## config.mk

```make
export PLATFORM = sky130hd
export DESIGN_NAME = placementValidator
export DESIGN_NICKNAME = d
export VERILOG_FILES = /design/src/fleetPkg.sv /design/src/fleetMemIf.sv /design/src/shipShaper.sv /design/src/overlapScanner.sv /design/src/fleetStore.sv /design/src/placementControl.sv /design/src/placementValidator.sv
export SDC_FILE = /design/constraint.sdc
export NUM_CORES = 1
export LEC_CHECK = 0
export BUFFER_PORTS_ARGS = -buffer_cell sky130_fd_sc_hd__buf_4
export CAP_MARGIN = 20
export CORE_MARGIN = 1.5
export CORE_UTILIZATION = 60
export CTS_BUF_LIST = sky130_fd_sc_hd__clkbuf_4 sky130_fd_sc_hd__clkbuf_8 sky130_fd_sc_hd__clkbuf_16
export DETAILED_ROUTE_END_ITERATION = 6
export GPL_TIMING_DRIVEN = 0
export HOLD_SLACK_MARGIN = 0.06
export PLACE_DENSITY = 0.72
export SLEW_MARGIN = 10
export SYNTH_ARGS = -nofsm -noshare
export SYNTH_HDL_FRONTEND = slang
export SYNTH_HIERARCHICAL = 1
export SYNTH_SLANG_ARGS = --single-unit
```

## constraint.sdc

```tcl
create_clock -name clk -period 7.5 [get_ports clk]
set_clock_uncertainty 0.05 [all_clocks]
set_input_delay 0.375 -clock clk [delete_from_list [all_inputs] [get_ports clk]]
set_output_delay 0.375 -clock clk [all_outputs]
set_load 0.01 [all_outputs]
```

## src/fleetPkg.sv

```systemverilog
`default_nettype none

package fleetPkg;

	// ***********************************************************************
	// Board and cell geometry
	// ***********************************************************************
	localparam int coordWidth = 4;
	localparam int boardSize = 8;
	// One cell is x in the high nibble, y in the low nibble
	localparam int cellWidth = 2 * coordWidth;
	localparam int maxCells = 5;
	localparam int cellsWidth = maxCells * cellWidth;
	localparam int countWidth = 3;

	// ***********************************************************************
	// Ship kinds
	// ***********************************************************************
	localparam int kindWidth = 3;
	localparam logic [kindWidth-1:0] kindSubmarine = 3'd0;
	localparam logic [kindWidth-1:0] kindCruiser = 3'd1;
	localparam logic [kindWidth-1:0] kindHydroplane = 3'd2;
	localparam logic [kindWidth-1:0] kindBattleship = 3'd3;
	localparam logic [kindWidth-1:0] kindCarrier = 3'd4;

	// Fleet storage per player
	localparam int fleetSlots = 12;
	localparam int slotWidth = 4;
	localparam int fleetCountWidth = 5;

	// ***********************************************************************
	// Placement controller states
	// ***********************************************************************
	localparam int stateWidth = 3;
	localparam logic [stateWidth-1:0] stIdle = 3'd0;
	localparam logic [stateWidth-1:0] stCapture = 3'd1;
	localparam logic [stateWidth-1:0] stJudge = 3'd2;
	localparam logic [stateWidth-1:0] stScan = 3'd3;
	localparam logic [stateWidth-1:0] stWrite = 3'd4;
	localparam logic [stateWidth-1:0] stRespond = 3'd5;
	localparam logic [stateWidth-1:0] stRelease = 3'd6;

endpackage

`default_nettype wire

```

## src/fleetMemIf.sv

```systemverilog
`default_nettype none

interface fleetMemIf;

	// Bank select, shared by reads and writes
	logic player;

	// Asynchronous read port
	logic [fleetPkg::slotWidth-1:0] readSlot;
	logic [fleetPkg::cellsWidth-1:0] readCells;
	logic [fleetPkg::countWidth-1:0] readCount;

	// Write port, slot chosen by the bank's own counter
	logic writeEn;
	logic [fleetPkg::cellsWidth-1:0] writeCells;
	logic [fleetPkg::countWidth-1:0] writeCount;

	logic [fleetPkg::fleetCountWidth-1:0] shipCount;

	modport store (
		input player, readSlot, writeEn, writeCells, writeCount,
		output readCells, readCount, shipCount
	);

	modport reader (
		input readCells, readCount, shipCount,
		output readSlot
	);

	modport writer (
		input shipCount,
		output player, writeEn, writeCells, writeCount
	);

endinterface

`default_nettype wire

```

## src/shipShaper.sv

```systemverilog
`default_nettype none

module shipShaper (
	input logic [fleetPkg::kindWidth-1:0] kind,
	input logic [fleetPkg::coordWidth-1:0] x,
	input logic [fleetPkg::coordWidth-1:0] y,
	input logic vertical,
	input logic flip,
	output logic [fleetPkg::cellsWidth-1:0] cells,
	output logic [fleetPkg::countWidth-1:0] count,
	output logic fits
);

	logic [fleetPkg::coordWidth-1:0] cellX [fleetPkg::maxCells];
	logic [fleetPkg::coordWidth-1:0] cellY [fleetPkg::maxCells];

	// ***********************************************************************
	// Cell coordinates
	// ***********************************************************************
	always_comb
	begin
		// Straight line from the anchor by default
		for (int i = 0; i < fleetPkg::maxCells; i++)
		begin
			cellX[i] = x + (vertical ? '0 : fleetPkg::coordWidth'(i));
			cellY[i] = y + (vertical ? fleetPkg::coordWidth'(i) : '0);
		end

		// Hydroplane bends at its middle cell
		if (kind == fleetPkg::kindHydroplane)
		begin
			if (!vertical)
			begin
				cellX[1] = x + 1'b1;
				cellY[1] = flip ? y - 1'b1 : y + 1'b1;
				cellX[2] = x + 2'd2;
				cellY[2] = y;
			end
			else
			begin
				cellX[1] = flip ? x - 1'b1 : x + 1'b1;
				cellY[1] = y + 1'b1;
				cellX[2] = x;
				cellY[2] = y + 2'd2;
			end
		end
	end

	// Cells used by each kind
	always_comb
	begin
		case (kind)
			fleetPkg::kindSubmarine: count = fleetPkg::countWidth'(1);
			fleetPkg::kindCruiser: count = fleetPkg::countWidth'(2);
			fleetPkg::kindHydroplane: count = fleetPkg::countWidth'(3);
			fleetPkg::kindBattleship: count = fleetPkg::countWidth'(4);
			fleetPkg::kindCarrier: count = fleetPkg::countWidth'(5);
			default: count = '0;
		endcase
	end

	// ***********************************************************************
	// Border check and packing
	// ***********************************************************************
	always_comb
	begin
		// Unknown kind codes never fit
		fits = (kind <= fleetPkg::kindCarrier);
		cells = '0;
		for (int i = 0; i < fleetPkg::maxCells; i++)
		begin
			if (i < count)
			begin
				cells[i*fleetPkg::cellWidth +: fleetPkg::cellWidth] = {cellX[i], cellY[i]};
				// Wrapped coordinates land past the edge too, since the anchor is checked
				if (cellX[i] >= fleetPkg::boardSize || cellY[i] >= fleetPkg::boardSize)
					fits = 1'b0;
			end
		end
	end

endmodule

`default_nettype wire

```

## src/overlapScanner.sv

```systemverilog
`default_nettype none

module overlapScanner (
	input logic clk,
	input logic rstN,
	input logic start,
	input logic [fleetPkg::cellsWidth-1:0] newCells,
	input logic [fleetPkg::countWidth-1:0] newCount,
	fleetMemIf.reader mem,
	output logic done,
	output logic overlap
);

	logic busy;
	logic [fleetPkg::slotWidth-1:0] slot;
	logic hit;
	logic lastSlot;

	assign mem.readSlot = slot;
	assign lastSlot = (fleetPkg::fleetCountWidth'(slot) + 1'b1) == mem.shipCount;

	// Every used new cell against every used stored cell
	always_comb
	begin
		hit = 1'b0;
		for (int i = 0; i < fleetPkg::maxCells; i++)
		begin
			for (int j = 0; j < fleetPkg::maxCells; j++)
			begin
				if (i < newCount && j < mem.readCount
					&& newCells[i*fleetPkg::cellWidth +: fleetPkg::cellWidth]
					== mem.readCells[j*fleetPkg::cellWidth +: fleetPkg::cellWidth])
					hit = 1'b1;
			end
		end
	end

	// ***********************************************************************
	// Slot walk, one stored ship per cycle
	// ***********************************************************************
	always_ff @(posedge clk or negedge rstN)
	begin
		if (!rstN)
		begin
			busy <= 1'b0;
			slot <= '0;
			done <= 1'b0;
			overlap <= 1'b0;
		end
		else
		begin
			done <= 1'b0;
			if (start)
			begin
				slot <= '0;
				overlap <= 1'b0;
				// Empty fleet answers at once
				if (mem.shipCount == '0)
					done <= 1'b1;
				else
					busy <= 1'b1;
			end
			else if (busy)
			begin
				if (hit || lastSlot)
				begin
					busy <= 1'b0;
					done <= 1'b1;
					overlap <= hit;
				end
				else
					slot <= slot + 1'b1;
			end
		end
	end

	// Never read past the ships the store holds for this player
	slotInRange: assert property (@(posedge clk) disable iff (!rstN)
		busy |-> fleetPkg::fleetCountWidth'(mem.readSlot) < mem.shipCount);

endmodule

`default_nettype wire

```

## src/fleetStore.sv

```systemverilog
`default_nettype none

module fleetStore (
	input logic clk,
	input logic rstN,
	fleetMemIf.store mem
);

	logic [fleetPkg::cellsWidth-1:0] cellBank [2][fleetPkg::fleetSlots];
	logic [fleetPkg::countWidth-1:0] countBank [2][fleetPkg::fleetSlots];
	logic [fleetPkg::fleetCountWidth-1:0] shipCounter [2];
	logic [fleetPkg::slotWidth-1:0] writeSlot;

	// Next free slot of the selected bank
	assign writeSlot = shipCounter[mem.player][fleetPkg::slotWidth-1:0];

	// ***********************************************************************
	// Read side
	// ***********************************************************************
	assign mem.readCells = cellBank[mem.player][mem.readSlot];
	assign mem.readCount = countBank[mem.player][mem.readSlot];
	assign mem.shipCount = shipCounter[mem.player];

	// ***********************************************************************
	// Write side
	// ***********************************************************************
	always_ff @(posedge clk)
	begin
		if (mem.writeEn)
		begin
			cellBank[mem.player][writeSlot] <= mem.writeCells;
			countBank[mem.player][writeSlot] <= mem.writeCount;
		end
	end

	// Counters advance with the write
	always_ff @(posedge clk or negedge rstN)
	begin
		if (!rstN)
		begin
			shipCounter[0] <= '0;
			shipCounter[1] <= '0;
		end
		else if (mem.writeEn)
			shipCounter[mem.player] <= shipCounter[mem.player] + 1'b1;
	end

	// Controller must report fleet full instead of writing
	noWriteWhenFull: assert property (@(posedge clk) disable iff (!rstN)
		mem.writeEn |-> shipCounter[mem.player] < fleetPkg::fleetSlots);

endmodule

`default_nettype wire

```

## src/placementControl.sv

```systemverilog
`default_nettype none

module placementControl (
	input logic clk,
	input logic rstN,
	input logic req,
	input logic [fleetPkg::kindWidth-1:0] kind,
	input logic player,
	input logic [fleetPkg::coordWidth-1:0] x,
	input logic [fleetPkg::coordWidth-1:0] y,
	input logic vertical,
	input logic flip,
	output logic ack,
	output logic accepted,
	output logic borderFault,
	output logic fleetFull,
	output logic overlapFault,
	output logic [fleetPkg::kindWidth-1:0] shapeKind,
	output logic [fleetPkg::coordWidth-1:0] shapeX,
	output logic [fleetPkg::coordWidth-1:0] shapeY,
	output logic shapeVertical,
	output logic shapeFlip,
	input logic [fleetPkg::cellsWidth-1:0] shapeCells,
	input logic [fleetPkg::countWidth-1:0] shapeCount,
	input logic shapeFits,
	output logic scanStart,
	input logic scanDone,
	input logic scanOverlap,
	fleetMemIf.writer mem
);

	logic [fleetPkg::stateWidth-1:0] state;
	logic capPlayer;
	logic fleetHasRoom;

	// Request fields, held for the whole transaction
	always_ff @(posedge clk)
	begin
		if (state == fleetPkg::stCapture)
		begin
			shapeKind <= kind;
			shapeX <= x;
			shapeY <= y;
			shapeVertical <= vertical;
			shapeFlip <= flip;
			capPlayer <= player;
		end
	end

	assign fleetHasRoom = mem.shipCount < fleetPkg::fleetSlots;
	assign scanStart = (state == fleetPkg::stJudge) && shapeFits && fleetHasRoom;

	assign mem.player = capPlayer;
	assign mem.writeEn = (state == fleetPkg::stWrite);
	assign mem.writeCells = shapeCells;
	assign mem.writeCount = shapeCount;

	// ***********************************************************************
	// Sequencing and handshake
	// ***********************************************************************
	always_ff @(posedge clk or negedge rstN)
	begin
		if (!rstN)
		begin
			state <= fleetPkg::stIdle;
			ack <= 1'b0;
			accepted <= 1'b0;
			borderFault <= 1'b0;
			fleetFull <= 1'b0;
			overlapFault <= 1'b0;
		end
		else
		begin
			case (state)
				fleetPkg::stIdle:
				begin
					if (req)
						state <= fleetPkg::stCapture;
				end
				fleetPkg::stCapture:
					state <= fleetPkg::stJudge;
				fleetPkg::stJudge:
				begin
					// Border first, then room in the fleet
					if (!shapeFits)
					begin
						borderFault <= 1'b1;
						ack <= 1'b1;
						state <= fleetPkg::stRespond;
					end
					else if (!fleetHasRoom)
					begin
						fleetFull <= 1'b1;
						ack <= 1'b1;
						state <= fleetPkg::stRespond;
					end
					else
						state <= fleetPkg::stScan;
				end
				fleetPkg::stScan:
				begin
					if (scanDone && scanOverlap)
					begin
						overlapFault <= 1'b1;
						ack <= 1'b1;
						state <= fleetPkg::stRespond;
					end
					else if (scanDone)
						state <= fleetPkg::stWrite;
				end
				fleetPkg::stWrite:
				begin
					accepted <= 1'b1;
					ack <= 1'b1;
					state <= fleetPkg::stRespond;
				end
				fleetPkg::stRespond:
				begin
					// Hold the result until the requester lets go
					if (!req)
					begin
						ack <= 1'b0;
						accepted <= 1'b0;
						borderFault <= 1'b0;
						fleetFull <= 1'b0;
						overlapFault <= 1'b0;
						state <= fleetPkg::stRelease;
					end
				end
				fleetPkg::stRelease:
					state <= fleetPkg::stIdle;
				default:
					state <= fleetPkg::stIdle;
			endcase
		end
	end

	ackHeldWhileReq: assert property (@(posedge clk) disable iff (!rstN)
		ack && req |=> ack);

endmodule

`default_nettype wire

```

## src/placementValidator.sv

```systemverilog
`default_nettype none

module placementValidator (
	input logic clk,
	input logic rstN,
	input logic req,
	input logic [fleetPkg::kindWidth-1:0] kind,
	input logic player,
	input logic [fleetPkg::coordWidth-1:0] x,
	input logic [fleetPkg::coordWidth-1:0] y,
	input logic vertical,
	input logic flip,
	output logic ack,
	output logic accepted,
	output logic borderFault,
	output logic fleetFull,
	output logic overlapFault
);

	logic [fleetPkg::kindWidth-1:0] shapeKind;
	logic [fleetPkg::coordWidth-1:0] shapeX;
	logic [fleetPkg::coordWidth-1:0] shapeY;
	logic shapeVertical;
	logic shapeFlip;
	logic [fleetPkg::cellsWidth-1:0] shapeCells;
	logic [fleetPkg::countWidth-1:0] shapeCount;
	logic shapeFits;
	logic scanStart;
	logic scanDone;
	logic scanOverlap;

	fleetMemIf memIf ();

	// ***********************************************************************
	// Control, shape, scan and storage
	// ***********************************************************************
	placementControl controlInst (
		.clk(clk), .rstN(rstN), .req(req), .kind(kind), .player(player),
		.x(x), .y(y), .vertical(vertical), .flip(flip),
		.ack(ack), .accepted(accepted), .borderFault(borderFault),
		.fleetFull(fleetFull), .overlapFault(overlapFault),
		.shapeKind(shapeKind), .shapeX(shapeX), .shapeY(shapeY),
		.shapeVertical(shapeVertical), .shapeFlip(shapeFlip),
		.shapeCells(shapeCells), .shapeCount(shapeCount), .shapeFits(shapeFits),
		.scanStart(scanStart), .scanDone(scanDone), .scanOverlap(scanOverlap),
		.mem(memIf.writer)
	);

	shipShaper shaperInst (
		.kind(shapeKind), .x(shapeX), .y(shapeY),
		.vertical(shapeVertical), .flip(shapeFlip),
		.cells(shapeCells), .count(shapeCount), .fits(shapeFits)
	);

	overlapScanner scannerInst (
		.clk(clk), .rstN(rstN), .start(scanStart),
		.newCells(shapeCells), .newCount(shapeCount),
		.mem(memIf.reader), .done(scanDone), .overlap(scanOverlap)
	);

	fleetStore storeInst (
		.clk(clk), .rstN(rstN), .mem(memIf.store)
	);

endmodule

`default_nettype wire

```

==> impl_metrics.tcl <==
set metrics [dict create \
    crit_chain "buf_2, nor2_1, buf_2, buf_1, a22oi_1, nand3_1, nand3_1, or3_4, nand4_2, nor4_1, nor4_2, nand4_2, nor4_1, mux2_1" \
    yosysTopAreaCell "edfxtp_1" \
    worstMarginPinSlew_ns 1.231 \
    layout-drive-gt1-share_pct 19.16 \
    finalNonFillerCells 4106 \
    cp.buffers_inverters 3 \
    postLayoutCellArea_um2 52320 \
    synth.avg_cell_area_um2 16.58 \
    gp_congestion 0.9727 \
    die_w_um 280.0 \
    avgRoutedWirePerCell_um 31.95 \
    pin_count 22 \
    grt_pass1_vias 26610 \
    most-common-layout-cells "1046 x edfxtp_1, 357 x mux2i_1, 178 x xnor2_1" \
    r2r_cells 14 \
    startpoint_type "register" \
    wl_met2_mm 60.83 \
    final.min_clock_period_ns 5.723 \
    p_switching_mw 6.477 \
    finalHoldViolCount 0 \
    irDropWorstVdd_v 0.0002742 \
    clock_sinks 1071 \
    coreArea_um2 75950 \
    num_vias 26730 \
    hold-worst-slack_ns 0.1170 \
    syn-num-nets 2821 \
    die_h_um 280.0 \
    grt_overflow_total 0 \
    fin_tns_setup_ns 0 \
    rrSetupSlack_ns 1.78 \
    cpLargestDelayFamily "simple AND/OR/NAND/NOR gates" \
    drt_iter0_markers 3328 \
    synth_seq_cells 1071 \
    max_freq_mhz 174.7 \
    grt_pass1_wl_mm 186.2 \
    syn_inst 2776 \
    nets 3035 \
    firstDrtPassIters 6 \
    rsz0062_at_grt "no" \
    clock_latency_ns 0.68 \
    grtUsageTotal_pct 33.86 \
    core.rowCount 101 \
    internal-power_mw 12.45 \
    h-tree-depth 3 \
    cts_resized 0 \
    met1Wirelength_mm 51.16 \
    synth-edff-count 1046 \
    cts_buffers 104 \
    cts-root-buf "clkbuf_16" \
    layout_commonest_cell "edfxtp_1" \
    setup_viol 0 \
    seq_area_frac_synth_pct 69.59 \
    cts.path.max_buffers 3 \
    antenna_found_initial 5 \
    pwr-share-seq_pct 39.3 \
    p_per_area_nw_per_um2 361.8 \
    synth_area_um2 46040 \
    ant_nets 0 \
    drv_cap 0 \
    hpwl_mm 92.02 \
    synth_top_area_share_pct 68.23 \
    end_kind "register" \
    wl_met3_mm 12.20 \
    yosysWarnings 6 \
    drc_errors 0 \
    status "finished clean" \
    critical-path-max-stage-delay_ns 0.85 \
    ys.flop_type "edfxtp_1" \
    worst_slew_margin_rel_pct 17.96 \
    path_class "register to register" \
    critPathSlowestCell "nor2_1" \
    vias_per_cell 6.509 \
    post-route-period-util_pct 76.30 \
    pwr-share-clk_pct 26.9 \
    area_growth_syn_to_layout_pct 13.65 \
    min_path_type "input pin to async pin" \
    switching_share_pct 34.22 \
    cellLeakagePower_nw 17.95 \
    power_mw 18.93 \
    crit_fanout 10 \
    wirelength_mm 131.2 \
    cp_data_required_time_ns 7.99 \
    crit_cells 14 \
    die_area_um2 78400 \
    yosys.cell_types.count 74 \
    start_util_pct 60.61 \
    place_area_um2 48790 \
    yosys-top-cells-area "edfxtp_1 68%, mux2i_1 7.8%, mux4_2 4.2%" \
    dp_cells 3898 \
    grt_max_degree 27 \
    cts_tree "done" \
    drv_slew 0 \
    cp.arrival_ns 6.22 \
    synth-async-reset-ratio_pct 2.334 \
    highest_layer "met5" \
    port_buffers 21 \
    cts.clk_slew.worst_paths_ns 0.06 \
    pwr-share-comb_pct 33.8 \
]
[Yosys cell counts, types with 6 or more instances]
library cell     n
nor4_1          24
edfxtp_1      1046
buf_2           93
xnor2_1        178
ha_1            26
a22oi_1        129
nand4_1         43
o21ai_0          8
buf_1           11
a211oi_1         6
buf_4           77
xor2_1          49
a221oi_1        20
nand2_1         68
inv_1           20
buf_6           23
a21oi_1         47
o211ai_1        43
nand2b_1        50
and2_1          12
nand3_1        119
nor2_1          69
clkbuf_1        49
dfrtp_1         25
nor2b_1         12
nor3_1          10
mux4_2          86
mux2i_1        357
[metrics by stage]
stage               setup WS, ns  util, %
floorplan                  1.140        -
global placement          -4.948    62.52
detailed placement         1.874    64.23
CTS                        1.868    68.88
global route               1.652    68.88
finish                     1.777    68.89
[layer usage]
| metal | track usage (%) | up-vias |
|---|---|---|
| met3 | 6.020 | 318 |
| met1 | 46.84 | 13670 |
| met5 | 0 | - |
| met2 | 52.96 | 1583 |
| li1 | - | 11150 |
| met4 | 15.69 | 6 |
[repair_timing]
action | in CTS | in global routing
hold buffers | 16 | 0
endpoints found under the hold margin | 41 | 0
buffers inserted | 0 | 0
[kinds of logic after synthesis]
family                     after synthesis  share of synthesized area (%)
and+or+nand+nor                        444                          5.273
xor gates and xnor gates               227                          4.319
AOI/OAI and AO/OA                      279                          4.332
adders and majority gates               28                         0.7936
muxes                                  448                          12.09
buffers and inverters                  279                          3.601
DFF                                   1071                          69.59
[worst register-to-register path: stages, from the launching register on]
cell and delay, ns:
dfrtp_1 0.41, buf_2 0.34, nor2_1 0.88, buf_2 0.46, buf_1 0.66, a22oi_1 0.22, nand3_1 0.15, nand3_1 0.36
or3_4 0.53, nand4_2 0.10, nor4_1 0.07, nor4_2 0.39, nand4_2 0.25, nor4_1 0.36, mux2_1 0.37
[path summary, 6_finish.rpt]
kind / from / endpoint
hold / removal: rstN / controlInst/accepted
hold reg to reg: storeInst/shipCounter[0] / storeInst/shipCounter[0]
min in group clk: y[0] / controlInst/shapeY[0]
setup / recovery: scannerInst/mem.readSlot[1] / scannerInst/mem.readSlot[2]
max in group asynchronous: rstN / storeInst/shipCounter[1]
setup reg to reg: scannerInst/mem.readSlot[1] / scannerInst/mem.readSlot[2]
[final cells by class]
type | count | area [um2]
diodes | 2 | 5.005
well taps | 1030 | 1289
inverters | 20 | 75.07
flip-flops and latches | 1071 | 32040
fillers | 4928 | 23630
clock buffers | 124 | 2753
repair buffers | 108 | 1451
plain buffers | 259 | 1583
clock inverters | 66 | 615.6
multi-input cells | 1426 | 12510
[registers in the layout (all words and copies together) (netlist names)]
register and flops:
storeInst/countBank 72, controlInst/ack 1, controlInst/accepted 1, controlInst/shapeVertical 1
controlInst/shapeY 4, storeInst/cellBank 960, scannerInst/done 1, storeInst/shipCounter 10
scannerInst/busy 1, controlInst/fleetFull 1, scannerInst/overlap 1, controlInst/shapeX 4
controlInst/state 3, scannerInst/mem.readSlot 4, controlInst/shapeFlip 1, controlInst/overlapFault 1
controlInst/borderFault 1, controlInst/mem.player 1, controlInst/shapeKind 3
[power groups by stage]
stage	sequential (mW)	combinational, mW	clock [mW]
2_1_floorplan	7.52	4.08	0
3_3_place_gp	7.57	6.01	0
3_5_place_dp	7.55	6.25	0
4_1_cts	7.43	6.29	5.16
5_1_grt	7.44	6.69	5.38
6_report	7.43	6.40	5.09
Note: power is estimated with default switching activity, not from simulation.
